<file path="src/uc_consts.svh">
// Widths assume 64-bit request and memory data, 64-byte lines and 8-byte reservation words
`ifndef UC_CONSTS_SVH
`define UC_CONSTS_SVH

// Request address width
`define UC_ADDR_W 32

// Request and memory data width
`define UC_DATA_W 64

// One byte enable per data byte
`define UC_BE_W 8

// Log2 of the access size in bytes
`define UC_SIZE_W 3

// Core transaction id
`define UC_TID_W 4

// Byte offset inside a 64-byte cache line
`define UC_LINE_OFS_W 6

// Byte offset inside the 8-byte reservation word
`define UC_WORD_OFS_W 3

// SC return code on failure where success is zero
`define UC_SC_FAIL 1

`endif

</file>
<file path="src/uc_pkg.sv">
// Encodings of core operations and memory commands; every op value is legal, so no error code
package uc_pkg;

    // Core side operation
    typedef enum logic [3:0] {
        OP_LD   = 4'd0,
        OP_ST   = 4'd1,
        OP_LR   = 4'd2,
        OP_SC   = 4'd3,
        OP_SWAP = 4'd4,
        OP_ADD  = 4'd5,
        OP_AND  = 4'd6,
        OP_OR   = 4'd7,
        OP_XOR  = 4'd8,
        OP_MAX  = 4'd9,
        OP_MAXU = 4'd10,
        OP_MIN  = 4'd11,
        OP_MINU = 4'd12
    } uc_op_e;

    // Memory request command
    typedef enum logic [1:0] {
        CMD_READ   = 2'd0,
        CMD_WRITE  = 2'd1,
        CMD_ATOMIC = 2'd2
    } mem_cmd_e;

    // Atomic kind, only meaningful with CMD_ATOMIC
    typedef enum logic [3:0] {
        AMO_LDEX = 4'd0,
        AMO_STEX = 4'd1,
        AMO_SWAP = 4'd2,
        AMO_ADD  = 4'd3,
        AMO_CLR  = 4'd4,
        AMO_SET  = 4'd5,
        AMO_EOR  = 4'd6,
        AMO_SMAX = 4'd7,
        AMO_UMAX = 4'd8,
        AMO_SMIN = 4'd9,
        AMO_UMIN = 4'd10
    } mem_atomic_e;

endpackage

</file>
<file path="src/uc_lrsc_rsrv.sv">
// One reservation of an 8-byte word; snoops match at word granularity within a single line
`include "uc_consts.svh"

module uc_lrsc_rsrv (
    input  logic                  clk_i,
    input  logic                  rst_ni,
    input  logic                  set_i,
    input  logic                  clear_i,
    input  logic [`UC_ADDR_W-1:0] set_addr_i,
    input  logic [`UC_ADDR_W-1:0] req_addr_i,
    input  logic                  snoop_i,
    input  logic [`UC_ADDR_W-1:0] snoop_addr_i,
    input  logic [`UC_SIZE_W-1:0] snoop_size_i,
    output logic                  req_hit_o
);
    localparam int WIDX_W = `UC_LINE_OFS_W - `UC_WORD_OFS_W;

    logic                  valid_q;
    logic [`UC_ADDR_W-1:0] addr_q;
    logic [WIDX_W+1:0]     rsv_word;
    logic [WIDX_W+1:0]     snoop_base;
    logic [WIDX_W+1:0]     snoop_words;
    logic [WIDX_W+1:0]     snoop_end;
    logic                  snoop_line_eq;
    logic                  snoop_hit;

    assign rsv_word   = {2'b00, addr_q[`UC_WORD_OFS_W +: WIDX_W]};
    assign snoop_base = {2'b00, snoop_addr_i[`UC_WORD_OFS_W +: WIDX_W]};

    // Accesses below one word still cover a whole word
    assign snoop_words = (snoop_size_i > `UC_SIZE_W'(`UC_WORD_OFS_W)) ?
        ((WIDX_W+2)'(1) << (snoop_size_i - `UC_SIZE_W'(`UC_WORD_OFS_W))) : (WIDX_W+2)'(1);
    assign snoop_end  = snoop_base + snoop_words;

    assign snoop_line_eq = addr_q[`UC_ADDR_W-1:`UC_LINE_OFS_W] ==
                           snoop_addr_i[`UC_ADDR_W-1:`UC_LINE_OFS_W];
    assign snoop_hit = snoop_i & valid_q & snoop_line_eq &
                       (rsv_word >= snoop_base) & (rsv_word < snoop_end);

    // Same line and same word
    assign req_hit_o = valid_q & (addr_q[`UC_ADDR_W-1:`UC_WORD_OFS_W] ==
                                  req_addr_i[`UC_ADDR_W-1:`UC_WORD_OFS_W]);

    always_ff @(posedge clk_i or negedge rst_ni) begin
        if (!rst_ni) begin
            valid_q <= 1'b0;
        end else if (clear_i || snoop_hit) begin
            valid_q <= 1'b0;
        end else if (set_i) begin
            valid_q <= 1'b1;
        end
    end

    always_ff @(posedge clk_i) begin
        if (set_i) begin
            addr_q <= set_addr_i;
        end
    end

endmodule

</file>
<file path="src/uc_req_encode.sv">
// Combinational; LD and LR use the read channel, all other ops use the write channels
`include "uc_consts.svh"

module uc_req_encode (
    input  uc_pkg::uc_op_e        op_i,
    input  logic [`UC_DATA_W-1:0] data_i,
    output uc_pkg::mem_cmd_e      rd_cmd_o,
    output uc_pkg::mem_atomic_e   rd_atomic_o,
    output uc_pkg::mem_cmd_e      wr_cmd_o,
    output uc_pkg::mem_atomic_e   wr_atomic_o,
    output logic [`UC_DATA_W-1:0] wdata_o
);

    // LR is an exclusive load on the read channel
    always_comb begin
        if (op_i == uc_pkg::OP_LR) begin
            rd_cmd_o    = uc_pkg::CMD_ATOMIC;
            rd_atomic_o = uc_pkg::AMO_LDEX;
        end else begin
            rd_cmd_o    = uc_pkg::CMD_READ;
            rd_atomic_o = uc_pkg::AMO_ADD;
        end
    end

    always_comb begin
        wr_cmd_o    = uc_pkg::CMD_ATOMIC;
        wr_atomic_o = uc_pkg::AMO_ADD;
        wdata_o     = data_i;
        case (op_i)
            uc_pkg::OP_SC:   wr_atomic_o = uc_pkg::AMO_STEX;
            uc_pkg::OP_SWAP: wr_atomic_o = uc_pkg::AMO_SWAP;
            uc_pkg::OP_ADD:  wr_atomic_o = uc_pkg::AMO_ADD;
            // AND is done by memory as a bit clear of the inverted operand
            uc_pkg::OP_AND: begin
                wr_atomic_o = uc_pkg::AMO_CLR;
                wdata_o     = ~data_i;
            end
            uc_pkg::OP_OR:   wr_atomic_o = uc_pkg::AMO_SET;
            uc_pkg::OP_XOR:  wr_atomic_o = uc_pkg::AMO_EOR;
            uc_pkg::OP_MAX:  wr_atomic_o = uc_pkg::AMO_SMAX;
            uc_pkg::OP_MAXU: wr_atomic_o = uc_pkg::AMO_UMAX;
            uc_pkg::OP_MIN:  wr_atomic_o = uc_pkg::AMO_SMIN;
            uc_pkg::OP_MINU: wr_atomic_o = uc_pkg::AMO_UMIN;
            default:         wr_cmd_o    = uc_pkg::CMD_WRITE;
        endcase
    end

endmodule

</file>
<file path="src/uc_ctrl_fsm.sv">
// One request in flight; memory responses are always accepted and must follow their request
`include "uc_consts.svh"

module uc_ctrl_fsm (
    input  logic                  clk_i,
    input  logic                  rst_ni,
    input  logic                  req_valid_i,
    input  uc_pkg::uc_op_e        req_op_i,
    input  logic [`UC_ADDR_W-1:0] req_addr_i,
    input  logic [`UC_SIZE_W-1:0] req_size_i,
    input  logic [`UC_DATA_W-1:0] req_data_i,
    input  logic [`UC_BE_W-1:0]   req_be_i,
    input  logic [`UC_TID_W-1:0]  req_tid_i,
    input  logic                  req_need_rsp_i,
    input  logic                  cache_idle_i,
    input  logic                  lrsc_hit_i,
    input  logic                  mem_rd_ready_i,
    input  logic                  mem_wr_ready_i,
    input  logic                  mem_wd_ready_i,
    input  logic                  mem_rrsp_valid_i,
    input  logic                  mem_rrsp_error_i,
    input  logic                  mem_wrsp_valid_i,
    input  logic                  mem_wrsp_error_i,
    input  logic                  core_rsp_ready_i,
    output logic                  req_ready_o,
    output logic                  mem_rd_valid_o,
    output logic                  mem_wr_valid_o,
    output logic                  mem_wd_valid_o,
    output uc_pkg::uc_op_e        op_o,
    output logic [`UC_ADDR_W-1:0] addr_o,
    output logic [`UC_SIZE_W-1:0] size_o,
    output logic [`UC_DATA_W-1:0] data_o,
    output logic [`UC_BE_W-1:0]   be_o,
    output logic [`UC_TID_W-1:0]  tid_o,
    output logic                  rsv_set_o,
    output logic                  rsv_clear_o,
    output logic                  sc_fail_local_o,
    output logic                  capture_rd_o,
    output logic                  error_set_o,
    output logic                  core_rsp_valid_o
);
    typedef enum logic [2:0] {
        IDLE, WAIT_PENDING, MEM_REQ, MEM_W_REQ, MEM_WDATA_REQ, MEM_WAIT_RSP, CORE_RSP
    } state_e;

    state_e state_q, state_d;
    logic   need_rsp_q;
    logic   rrsp_seen_q, wrsp_seen_q;
    logic   is_rd, is_amo, in_req_amo;
    logic   rd_done, wr_done, rsp_window;

    assign is_rd      = (op_o == uc_pkg::OP_LD) || (op_o == uc_pkg::OP_LR);
    assign is_amo     = op_o inside {uc_pkg::OP_SWAP, uc_pkg::OP_ADD, uc_pkg::OP_AND,
                                     uc_pkg::OP_OR, uc_pkg::OP_XOR, uc_pkg::OP_MAX,
                                     uc_pkg::OP_MAXU, uc_pkg::OP_MIN, uc_pkg::OP_MINU};
    assign in_req_amo = req_op_i inside {uc_pkg::OP_SWAP, uc_pkg::OP_ADD, uc_pkg::OP_AND,
                                         uc_pkg::OP_OR, uc_pkg::OP_XOR, uc_pkg::OP_MAX,
                                         uc_pkg::OP_MAXU, uc_pkg::OP_MIN, uc_pkg::OP_MINU};

    // AMO responses may come back before the write channels both finish
    assign rsp_window = state_q inside {MEM_W_REQ, MEM_WDATA_REQ, MEM_WAIT_RSP};
    assign rd_done    = mem_rrsp_valid_i | rrsp_seen_q;
    assign wr_done    = mem_wrsp_valid_i | wrsp_seen_q;

    assign req_ready_o      = (state_q == IDLE);
    assign core_rsp_valid_o = (state_q == CORE_RSP);
    assign mem_rd_valid_o   = (state_q == MEM_REQ) & is_rd;
    assign mem_wr_valid_o   = ((state_q == MEM_REQ) & ~is_rd) | (state_q == MEM_W_REQ);
    assign mem_wd_valid_o   = ((state_q == MEM_REQ) & ~is_rd) | (state_q == MEM_WDATA_REQ);
    assign capture_rd_o     = rsp_window & mem_rrsp_valid_i;
    assign error_set_o      = rsp_window & ((mem_rrsp_valid_i & mem_rrsp_error_i) |
                                            (mem_wrsp_valid_i & mem_wrsp_error_i));

    always_comb begin
        state_d         = state_q;
        rsv_set_o       = 1'b0;
        rsv_clear_o     = 1'b0;
        sc_fail_local_o = 1'b0;
        case (state_q)
            IDLE: begin
                if (req_valid_i) begin
                    rsv_clear_o = (in_req_amo & lrsc_hit_i) | (req_op_i == uc_pkg::OP_SC);
                    if ((req_op_i == uc_pkg::OP_SC) && !lrsc_hit_i) begin
                        sc_fail_local_o = 1'b1;
                        state_d         = CORE_RSP;
                    end else begin
                        state_d = cache_idle_i ? MEM_REQ : WAIT_PENDING;
                    end
                end
            end
            WAIT_PENDING: begin
                if (cache_idle_i) begin
                    state_d = MEM_REQ;
                end
            end
            MEM_REQ: begin
                if (is_rd) begin
                    if (mem_rd_ready_i) begin
                        state_d = MEM_WAIT_RSP;
                    end
                end else if (mem_wr_ready_i && mem_wd_ready_i) begin
                    state_d = MEM_WAIT_RSP;
                end else if (mem_wr_ready_i) begin
                    state_d = MEM_WDATA_REQ;
                end else if (mem_wd_ready_i) begin
                    state_d = MEM_W_REQ;
                end
            end
            MEM_W_REQ: begin
                if (mem_wr_ready_i) begin
                    state_d = MEM_WAIT_RSP;
                end
            end
            MEM_WDATA_REQ: begin
                if (mem_wd_ready_i) begin
                    state_d = MEM_WAIT_RSP;
                end
            end
            MEM_WAIT_RSP: begin
                if (is_amo) begin
                    if (rd_done && wr_done) begin
                        state_d = CORE_RSP;
                    end
                end else if (op_o == uc_pkg::OP_LR) begin
                    if (mem_rrsp_valid_i) begin
                        // An failed LR must not leave a reservation behind
                        rsv_set_o   = ~mem_rrsp_error_i;
                        rsv_clear_o = mem_rrsp_error_i;
                        state_d     = CORE_RSP;
                    end
                end else if (is_rd ? rd_done : wr_done) begin
                    state_d = (need_rsp_q || op_o == uc_pkg::OP_SC) ? CORE_RSP : IDLE;
                end
            end
            CORE_RSP: begin
                if (core_rsp_ready_i) begin
                    state_d = IDLE;
                end
            end
            default: state_d = IDLE;
        endcase
    end

    always_ff @(posedge clk_i or negedge rst_ni) begin
        if (!rst_ni) begin
            state_q     <= IDLE;
            rrsp_seen_q <= 1'b0;
            wrsp_seen_q <= 1'b0;
        end else begin
            state_q <= state_d;
            if (state_q == MEM_REQ) begin
                rrsp_seen_q <= 1'b0;
                wrsp_seen_q <= 1'b0;
            end else if (rsp_window) begin
                rrsp_seen_q <= rrsp_seen_q | mem_rrsp_valid_i;
                wrsp_seen_q <= wrsp_seen_q | mem_wrsp_valid_i;
            end
        end
    end

    // Request is held for the whole transaction
    always_ff @(posedge clk_i) begin
        if (req_valid_i && req_ready_o) begin
            op_o       <= req_op_i;
            addr_o     <= req_addr_i;
            size_o     <= req_size_i;
            data_o     <= req_data_i;
            be_o       <= req_be_i;
            tid_o      <= req_tid_i;
            need_rsp_q <= req_need_rsp_i;
        end
    end

endmodule

</file>
<file path="src/uc_rsp_fmt.sv">
// SC return code is only placed in rdata for an SC; 4-byte SC repeats it in both halves
`include "uc_consts.svh"

module uc_rsp_fmt (
    input  logic                  clk_i,
    input  logic                  rst_ni,
    input  logic                  capture_rd_i,
    input  logic [`UC_DATA_W-1:0] rd_data_i,
    input  logic                  error_set_i,
    input  logic                  error_clr_i,
    input  uc_pkg::uc_op_e        sc_i,
    input  logic                  sc_fail_local_i,
    input  logic                  wrsp_atomic_i,
    input  logic                  wrsp_valid_i,
    input  logic [`UC_SIZE_W-1:0] size_i,
    output logic [`UC_DATA_W-1:0] rdata_o,
    output logic                  error_o
);
    logic [`UC_DATA_W-1:0] rd_data_q;
    logic                  sc_code_q;
    logic [`UC_DATA_W-1:0] sc_rdata;

    always_ff @(posedge clk_i) begin
        if (capture_rd_i) begin
            rd_data_q <= rd_data_i;
        end
        // Success only when memory confirms the exclusive store
        if (sc_fail_local_i) begin
            sc_code_q <= 1'(`UC_SC_FAIL);
        end else if (wrsp_valid_i) begin
            sc_code_q <= (wrsp_atomic_i && !error_set_i) ? ~1'(`UC_SC_FAIL) : 1'(`UC_SC_FAIL);
        end
    end

    always_ff @(posedge clk_i or negedge rst_ni) begin
        if (!rst_ni) begin
            error_o <= 1'b0;
        end else if (error_set_i) begin
            error_o <= 1'b1;
        end else if (error_clr_i) begin
            error_o <= 1'b0;
        end
    end

    assign sc_rdata = (size_i == `UC_SIZE_W'(2)) ? {2{32'(sc_code_q)}} : `UC_DATA_W'(sc_code_q);
    assign rdata_o  = (sc_i == uc_pkg::OP_SC) ? sc_rdata : rd_data_q;

endmodule

</file>
<file path="src/uc_handler.sv">
// Uncached handler top; every request is uncached and the cache must report idle before issue
`include "uc_consts.svh"

module uc_handler (
    input  logic                  clk_i,
    input  logic                  rst_ni,
    input  logic                  req_valid_i,
    output logic                  req_ready_o,
    input  uc_pkg::uc_op_e        req_op_i,
    input  logic [`UC_ADDR_W-1:0] req_addr_i,
    input  logic [`UC_SIZE_W-1:0] req_size_i,
    input  logic [`UC_DATA_W-1:0] req_data_i,
    input  logic [`UC_BE_W-1:0]   req_be_i,
    input  logic [`UC_TID_W-1:0]  req_tid_i,
    input  logic                  req_need_rsp_i,
    output logic                  core_rsp_valid_o,
    input  logic                  core_rsp_ready_i,
    output logic [`UC_DATA_W-1:0] core_rsp_rdata_o,
    output logic [`UC_TID_W-1:0]  core_rsp_tid_o,
    output logic                  core_rsp_error_o,
    output logic                  mem_rd_valid_o,
    input  logic                  mem_rd_ready_i,
    output logic [`UC_ADDR_W-1:0] mem_rd_addr_o,
    output logic [`UC_SIZE_W-1:0] mem_rd_size_o,
    output uc_pkg::mem_cmd_e      mem_rd_cmd_o,
    output uc_pkg::mem_atomic_e   mem_rd_atomic_o,
    output logic                  mem_wr_valid_o,
    input  logic                  mem_wr_ready_i,
    output logic [`UC_ADDR_W-1:0] mem_wr_addr_o,
    output logic [`UC_SIZE_W-1:0] mem_wr_size_o,
    output uc_pkg::mem_cmd_e      mem_wr_cmd_o,
    output uc_pkg::mem_atomic_e   mem_wr_atomic_o,
    output logic                  mem_wd_valid_o,
    input  logic                  mem_wd_ready_i,
    output logic [`UC_DATA_W-1:0] mem_wd_data_o,
    output logic [`UC_BE_W-1:0]   mem_wd_be_o,
    input  logic                  mem_rrsp_valid_i,
    input  logic [`UC_DATA_W-1:0] mem_rrsp_data_i,
    input  logic                  mem_rrsp_error_i,
    input  logic                  mem_wrsp_valid_i,
    input  logic                  mem_wrsp_error_i,
    input  logic                  mem_wrsp_atomic_i,
    input  logic                  lrsc_snoop_i,
    input  logic [`UC_ADDR_W-1:0] lrsc_snoop_addr_i,
    input  logic [`UC_SIZE_W-1:0] lrsc_snoop_size_i,
    input  logic                  cache_idle_i
);
    uc_pkg::uc_op_e        op;
    logic [`UC_ADDR_W-1:0] addr;
    logic [`UC_SIZE_W-1:0] size;
    logic [`UC_DATA_W-1:0] data;
    logic                  lrsc_hit, rsv_set, rsv_clear, sc_fail_local;
    logic                  capture_rd, error_set;

    assign mem_rd_addr_o = addr;
    assign mem_wr_addr_o = addr;
    assign mem_rd_size_o = size;
    assign mem_wr_size_o = size;

    uc_ctrl_fsm u_ctrl (
        .clk_i, .rst_ni, .req_valid_i, .req_op_i, .req_addr_i, .req_size_i,
        .req_data_i, .req_be_i, .req_tid_i, .req_need_rsp_i, .cache_idle_i,
        .lrsc_hit_i(lrsc_hit), .mem_rd_ready_i, .mem_wr_ready_i, .mem_wd_ready_i,
        .mem_rrsp_valid_i, .mem_rrsp_error_i, .mem_wrsp_valid_i, .mem_wrsp_error_i,
        .core_rsp_ready_i, .req_ready_o, .mem_rd_valid_o, .mem_wr_valid_o,
        .mem_wd_valid_o, .op_o(op), .addr_o(addr), .size_o(size), .data_o(data),
        .be_o(mem_wd_be_o), .tid_o(core_rsp_tid_o), .rsv_set_o(rsv_set),
        .rsv_clear_o(rsv_clear), .sc_fail_local_o(sc_fail_local),
        .capture_rd_o(capture_rd), .error_set_o(error_set), .core_rsp_valid_o
    );

    uc_lrsc_rsrv u_rsrv (
        .clk_i, .rst_ni, .set_i(rsv_set), .clear_i(rsv_clear), .set_addr_i(addr),
        .req_addr_i, .snoop_i(lrsc_snoop_i), .snoop_addr_i(lrsc_snoop_addr_i),
        .snoop_size_i(lrsc_snoop_size_i), .req_hit_o(lrsc_hit)
    );

    uc_req_encode u_encode (
        .op_i(op), .data_i(data), .rd_cmd_o(mem_rd_cmd_o), .rd_atomic_o(mem_rd_atomic_o),
        .wr_cmd_o(mem_wr_cmd_o), .wr_atomic_o(mem_wr_atomic_o), .wdata_o(mem_wd_data_o)
    );

    // Sticky error is cleared while idle
    uc_rsp_fmt u_fmt (
        .clk_i, .rst_ni, .capture_rd_i(capture_rd), .rd_data_i(mem_rrsp_data_i),
        .error_set_i(error_set), .error_clr_i(req_ready_o), .sc_i(op),
        .sc_fail_local_i(sc_fail_local), .wrsp_atomic_i(mem_wrsp_atomic_i),
        .wrsp_valid_i(mem_wrsp_valid_i), .size_i(size), .rdata_o(core_rsp_rdata_o),
        .error_o(core_rsp_error_o)
    );

endmodule

</file>
<file path="config.mk">
export PLATFORM = sky130hd
export DESIGN_NAME = uc_handler
export DESIGN_NICKNAME = d
export VERILOG_FILES = /design/src/uc_pkg.sv /design/src/uc_lrsc_rsrv.sv /design/src/uc_req_encode.sv /design/src/uc_ctrl_fsm.sv /design/src/uc_rsp_fmt.sv /design/src/uc_handler.sv
export VERILOG_INCLUDE_DIRS = /design/src
export SDC_FILE = /design/constraint.sdc
export NUM_CORES = 1
export LEC_CHECK = 0
export BUFFER_PORTS_ARGS = -buffer_cell sky130_fd_sc_hd__buf_2
export CAP_MARGIN = 20
export CORE_AREA = 2 2 177 179
export DETAILED_ROUTE_END_ITERATION = 10
export DIE_AREA = 0 0 179 181
export PLACE_DENSITY = 0.71
export SLEW_MARGIN = 20
export SYNTH_ARGS = -nofsm -noshare
export SYNTH_HDL_FRONTEND = slang
export SYNTH_SLANG_ARGS = --single-unit
</file>
<file path="constraint.sdc">
create_clock -name clk_i -period 4.6 [get_ports clk_i]
set_clock_uncertainty 0.05 [all_clocks]
set_input_delay 0 -clock clk_i [delete_from_list [all_inputs] [get_ports clk_i]]
set_output_delay 0 -clock clk_i [all_outputs]
set_load 0.05 [all_outputs]
</file>
== Word level (Yosys, flattened, before mapping) ==
Cells that the tools add are included.

* $add $sub $neg: 2
* Order comparisons: 3
* Eq/ne operators: 40
* Shifts and indexed selects: 1
* Muxes and demuxes: 49
* Bitwise gates (word level): 21
* Reduce and logical (&&, ||, !) cells: 20

{| class="wikitable"
|+ Operators by type and width
! operator !! number
|-
| $mux W64 || 2
|-
| $not A64 Y64 || 1
|-
| $mux W3 || 17
|-
| $eq A4 B4 Y1 const B || 10
|-
| $pmux W4 S9 || 1
|-
| $mux W33 || 1
|-
| $eq A4 B3 Y1 const B || 8
|-
| $eq A29 B29 Y1 || 1
|-
| $eq A26 B26 Y1 || 1
|-
| $mux W1 || 21
|-
| $pmux W3 S7 || 1
|-
| $reduce_bool A9 Y1 || 2
|-
| $and A1 B1 Y1 || 12
|-
| $eq A4 B2 Y1 const B || 3
|-
| $reduce_and A10 Y1 || 1
|-
| $reduce_or A10 Y1 || 1
|-
| $eq A3 B2 Y1 const B || 3
|-
| $eq A3 B3 Y1 const B || 3
|-
| $mux W2 || 4
|-
| $ne A2 B2 Y1 const B || 4
|-
| $ne A3 B3 Y1 const B || 2
|-
| $or A1 B1 Y1 || 6
|-
| $reduce_bool A2 Y1 || 3
|-
| $add A3 B5 Y5 || 1
|-
| 19 further kinds || 27
|}

* Register bits: 220
* Output and inout port bits: 228
* Logic and storage cells: 151

== Logic depth before layout (Yosys ltp) ==
* Word-level depth: 8
* Mapped depth: 11
* Depth with buffers taken out: 11

== Cells and area by module ==
From an unflattened synthesis, not the netlist that was laid out.

* Cell total of the unflattened synthesis: 616
* Area total of the unflattened synthesis: 9551.7 µm²

{| class="wikitable"
|+ Modules (own cells, without submodules)
! module !! times used !! cells an instance !! area an instance (µm²)
|-
| uc_ctrl_fsm || 1 || 199 || 4125.2
|-
| uc_rsp_fmt || 1 || 144 || 2494.9
|-
| uc_lrsc_rsrv || 1 || 142 || 1820.5
|-
| uc_req_encode || 1 || 96 || 848.3
|-
| uc_handler || 1 || 35 || 262.8
|}

== Worst setup path after synthesis ==
OpenSTA, ideal clock, no wires.

* Path type: reg2reg
* Start: register u_ctrl.state_q[1]
* End: register u_fmt.rd_data_q[0], enable pin
* Setup time: 493 ps
* Data arrival time: 3815 ps
* Data required time: 4057 ps
* Slack: 241 ps
* Cell stages (with the launch flop): 6
* Period minus slack after synthesis: 4359 ps
* Path through: dfrtp_1 -> clkbuf_1 -> inv_1 -> nor2_1 -> a21oi_1 -> nor2b_1

* Word-level cells in the longest chain between the ends: 3
* Elaborated cells on any way between the ends: 5

{| class="wikitable"
|+ Ends and longest elaborated chain
! what !! line !! source
|-
| start, declared || uc_ctrl_fsm.sv:46 || <nowiki>state_e state_q, state_d;</nowiki>
|-
| start signal, assigned || uc_ctrl_fsm.sv:150 || <nowiki>state_q <= state_d;</nowiki>
|-
| $eq A3 B2 Y1 / $eq A3 B3 Y1 (equally long branches) || uc_ctrl_fsm.sv:61 || <nowiki>assign rsp_window = state_q inside {MEM_W_REQ, MEM_WDATA_REQ, MEM_WAIT_RSP};</nowiki>
|-
| $reduce_bool A3 Y1 * || uc_ctrl_fsm.sv:61 ||
|-
| $and A1 B1 Y1 * || uc_ctrl_fsm.sv:70 || <nowiki>assign capture_rd_o = rsp_window & mem_rrsp_valid_i;</nowiki>
|-
| via capture_rd || uc_handler.sv:53 || <nowiki>logic capture_rd, error_set;</nowiki>
|-
| end signal, assigned || uc_rsp_fmt.sv:25 || <nowiki>rd_data_q <= rd_data_i;</nowiki>
|-
| end, declared || uc_rsp_fmt.sv:19 || <nowiki>logic [`UC_DATA_W-1:0] rd_data_q;</nowiki>
|}

Mark *: on every way through the listed nets, which the timed path passes. The rest lies on a longest branch.
A chain may end at the register's enable or synchronous reset.

== Worst setup path after layout ==
* Start: register u_rsrv.addr_q[22]
* End: register u_rsrv.valid_q

* Word-level cells in the longest chain between the ends: 8
* Elaborated cells on any way between the ends: 13

{| class="wikitable"
|+ Ends and longest elaborated chain
! what !! line !! source
|-
| start, declared || uc_lrsc_rsrv.sv:19 || <nowiki>logic [`UC_ADDR_W-1:0] addr_q;</nowiki>
|-
| start signal, assigned || uc_lrsc_rsrv.sv:56 || <nowiki>addr_q <= set_addr_i;</nowiki>
|-
| $eq A29 B29 Y1 || uc_lrsc_rsrv.sv:41 || <nowiki>assign req_hit_o = valid_q & (addr_q[`UC_ADDR_W-1:`UC_WORD_OFS_W] ==</nowiki>
|-
| $and A1 B1 Y1 || uc_lrsc_rsrv.sv:41 ||
|-
| $and A1 B1 Y1 || uc_ctrl_fsm.sv:82 || <nowiki>rsv_clear_o = (in_req_amo & lrsc_hit_i) | (req_op_i == uc_pkg::OP_SC);</nowiki>
|-
| $or A1 B1 Y1 || uc_ctrl_fsm.sv:82 ||
|-
| $mux W1 || uc_ctrl_fsm.sv:81 || <nowiki>if (req_valid_i) begin</nowiki>
|-
| $pmux W1 S2 || uc_ctrl_fsm.sv:79 || <nowiki>case (state_q)</nowiki>
|-
| $logic_or A1 B1 Y1 * || uc_lrsc_rsrv.sv:47 || <nowiki>end else if (clear_i || snoop_hit) begin</nowiki>
|-
| $mux W1 / $reduce_bool A2 Y1 (equally long branches) || n/a ||
|-
| end signal, assigned || uc_lrsc_rsrv.sv:46 || <nowiki>valid_q <= 1'b0;</nowiki>
|-
| end signal, assigned || uc_lrsc_rsrv.sv:48 || <nowiki>valid_q <= 1'b0;</nowiki>
|-
| end signal, assigned || uc_lrsc_rsrv.sv:50 || <nowiki>valid_q <= 1'b1;</nowiki>
|-
| end, declared || uc_lrsc_rsrv.sv:18 || <nowiki>logic valid_q;</nowiki>
|}

Mark *: on every way between the ends. The rest lies on a longest branch, timed or not.

==> impl_metrics.json <==
{
  "status": "completed",
  "hold_depth": 3,
  "clock_sinks": 217,
  "hp-start": "mem_rrsp_error_i",
  "worstMarginPinSlew_ns": 1.047,
  "power_leakage_nw": 6.236,
  "cp_data_arrival_time_ns": 3.70,
  "powerDensity_nw_per_um2": 502.0,
  "layout.nets": 1494,
  "rsz0062_at_grt": "false",
  "final_max_slew_viol_count": 0,
  "syn_inst": 631,
  "ctsResizeCount": 0,
  "cts_buffer_depth": 3,
  "drt-total-wl_mm": 29.60,
  "area_delta_synth_final_pct": 56.30,
  "die_w_um": 179,
  "drt_iter0_markers": 381,
  "r2r_start": "u_rsrv.addr_q[22]",
  "hold_buffers": 198,
  "antenna_found_initial": 1,
  "dr.pass1.iters": 5,
  "drv_cap": 0,
  "avgViaCountPerCell": 4.397,
  "io_pins": 457,
  "synthArstFlopShare_pct": 3.226,
  "startpoint": "u_rsrv.addr_q[22]",
  "multi_input_area_um2": 2481,
  "syn_area_per_cell_um2": 14.85,
  "finalHoldViolations": 0,
  "crit_top_cell": "dlygate4sd3_1",
  "critPathKind": "reg2reg",
  "finalSetupViolations": 0,
  "clk-insertion-delay-late_ns": 0.52,
  "finalSetupTns_ns": 0,
  "ys_seq_area_share_pct": 69.07,
  "htreeDepth": 1,
  "antenna_left": 0,
  "dieArea_um2": 32400,
  "path_max_fanout": 2,
  "cts_buffers": 25,
  "cp_slowest_cell": "dlygate4sd3_1",
  "hold_class": "in2reg",
  "drc": 0,
  "synth_cell_types": 51,
  "grt_max_degree": 65,
  "worst_setup_path_end_kind": "flop",
  "grt_use_total_pct": 17.34,
  "crit_chain": "xnor2_1, nand4_1, nor4_1, nand4_1, dlygate4sd3_1, nor3_1, dlygate4sd3_1, a21oi_1, dlygate4sd3_1",
  "critical-path-max-stage-delay_ns": 0.58,
  "synth_area_leaders": "edfxtp_1 67%, xor2_1 9.4%, nor2b_1 4.5%",
  "synth_top_area_cell": "edfxtp_1",
  "reg2reg_depth": 9,
  "regArea_um2": 6471,
  "gp_congestion": 0.8287,
  "die_y_um": 181,
  "grt_pass1_wl_mm": 42.99,
  "rows": 64,
  "synth_flop_cell": "edfxtp_1",
  "yosysWarnings": 0,
  "cp-start-kind": "flop",
  "slew_headroom_pct": 30.22,
  "fin_crit_sh_pct": 72.62,
  "cts_tree": "done",
  "ys_ff_latch": 217,
  "p_total_w": 0.007351,
  "port_buffers": 450,
  "yosys.area.top_type_share_pct": 66.99,
  "grt_pass1_vias": 7629,
  "globalRoute.totalOverflow": 0,
  "drive_above_1_share_pct": 39.62,
  "ir_drop_mv": 0.3658,
  "min_period_ns": 3.341,
  "synth-edff-count": 209,
  "synth_common_cells": "209 x edfxtp_1, 101 x xor2_1, 67 x nor2b_1",
  "syn_area_um2": 9369,
  "post_cts_buffers": 0,
  "routedWlPerCell_um": 17.74,
  "cts-root-buf": "clkbuf_16",
  "crit_required_ns": 4.95,
  "max_freq_mhz": 299.3,
  "start_util_pct": 30.87,
  "synth.most_common_cell": "edfxtp_1",
  "dpl.hpwl_mm": 20.19,
  "vias": 7339,
  "coreArea_um2": 30350,
  "fillers": 2540,
  "clk_pin_slew_ns": 0.06
}
path summary, 6_finish.rpt:
check                                     endpoint  slack [ns]
worst max register to register      u_rsrv.valid_q        1.26
worst min register to register   u_rsrv.addr_q[31]        0.42
worst min-delay path             u_rsrv.addr_q[30]        0.07
worst max-delay path                u_rsrv.valid_q        1.26
max in group asynchronous       u_ctrl.wrsp_seen_q        3.71
min in group asynchronous           u_rsrv.valid_q        0.48
registers in the layout, indices dropped and copies added, names as in the netlist:
| signal | flops |
|---|---|
| u_fmt.sc_code_q | 1 |
| u_ctrl.op_o | 4 |
| u_ctrl.addr_o | 32 |
| u_fmt.error_o | 1 |
| u_rsrv.addr_q | 29 |
| u_ctrl.rrsp_seen_q | 1 |
| u_rsrv.valid_q | 1 |
| u_ctrl.state_q | 3 |
| u_ctrl.data_o | 64 |
| u_ctrl.be_o | 8 |
| u_ctrl.need_rsp_q | 1 |
| u_fmt.rd_data_q | 64 |
| u_ctrl.size_o | 3 |
| u_ctrl.wrsp_seen_q | 1 |
| u_ctrl.tid_o | 4 |
worst max-delay path: cells and delay by family, from the launching register on:
family	cells	cell delay [ns]
buffers and inverters	3	1.70
xor gates and xnor gates	1	0.19
AOI/OAI and AO/OA	1	0.06
and+or+nand+nor	4	0.80
DFF	1	0.43
logic make-up after synthesis:
| logic type | Yosys count | share of synthesized area (%) |
|---|---|---|
| multiplexers | 4 | 0.4541 |
| flip-flops | 217 | 69.07 |
| adder cells (fa/ha/maj) | 11 | 1.549 |
| XOR/XNOR | 118 | 11.03 |
| buffers and inverters | 77 | 4.741 |
| other | 1 | 0.04003 |
| AO/OA/AOI/OAI | 55 | 3.993 |
| AND/OR/NAND/NOR | 148 | 9.121 |
placed cells by master, fill, tap and decap left out, drive strengths merged, types with 3 or more instances in the layout:
cell / instances
nor4: 12
bufinv: 3
xnor2: 17
ha: 10
or3: 4
xor2: 101
dfrtp: 7
o21bai: 3
nor3: 10
a21oi: 16
o21ai: 9
o22ai: 5
nand2: 10
nand2b: 5
clkbuf: 33
conb: 3
dlygate4sd3: 198
nor2: 19
clkinv: 7
nand3: 5
edfxtp: 209
buf: 455
nand4: 5
inv: 18
nor3b: 3
nor2b: 67
layout make-up:
class,count,share of cell area [%]
sequential,217,44.19
timing repair buffer,653,29.26
multi-input combinational,339,16.94
clock buffer,33,4.751
tap,396,3.383
clock inverter,12,0.9826
inverter,18,0.4785
antenna,1,0.01709
stage by stage:
| step | area, µm² | worst slack [ns] | utilization, % | instances | hold WS [ns] |
|---|---|---|---|---|---|
| finish | 14640 | 1.259 | 48.25 | 1669 | 0.06994 |
| floorplan | 9376 | 0.2414 | - | 633 | -0.3456 |
| CTS | 14640 | 1.249 | 48.24 | 1668 | 0.02578 |
| detailed placement | 11820 | 1.685 | 38.95 | 1425 | -0.1714 |
| global route | 14640 | 1.122 | 48.24 | 1668 | 0.05926 |
| global placement | 11820 | 1.765 | 38.95 | 1425 | -0.1758 |
where the power goes:
part           total (W)  internal (W)  switching, W  leakage, nW
Clock            0.00201       0.00123      0.000787        0.405
Sequential       0.00275       0.00257      0.000181         2.00
Combinational    0.00259      0.000688       0.00190         3.83
metal layers:
metal	part of all wire (%)	GRT usage (%)	vias up
li1	-	-	3461
met4	2.5	5.398	0
met5	0	0	-
met2	52	31.74	378
met1	37	19.20	3447
met3	9.1	4.861	53
Note: power is estimated with default switching activity, not from simulation.
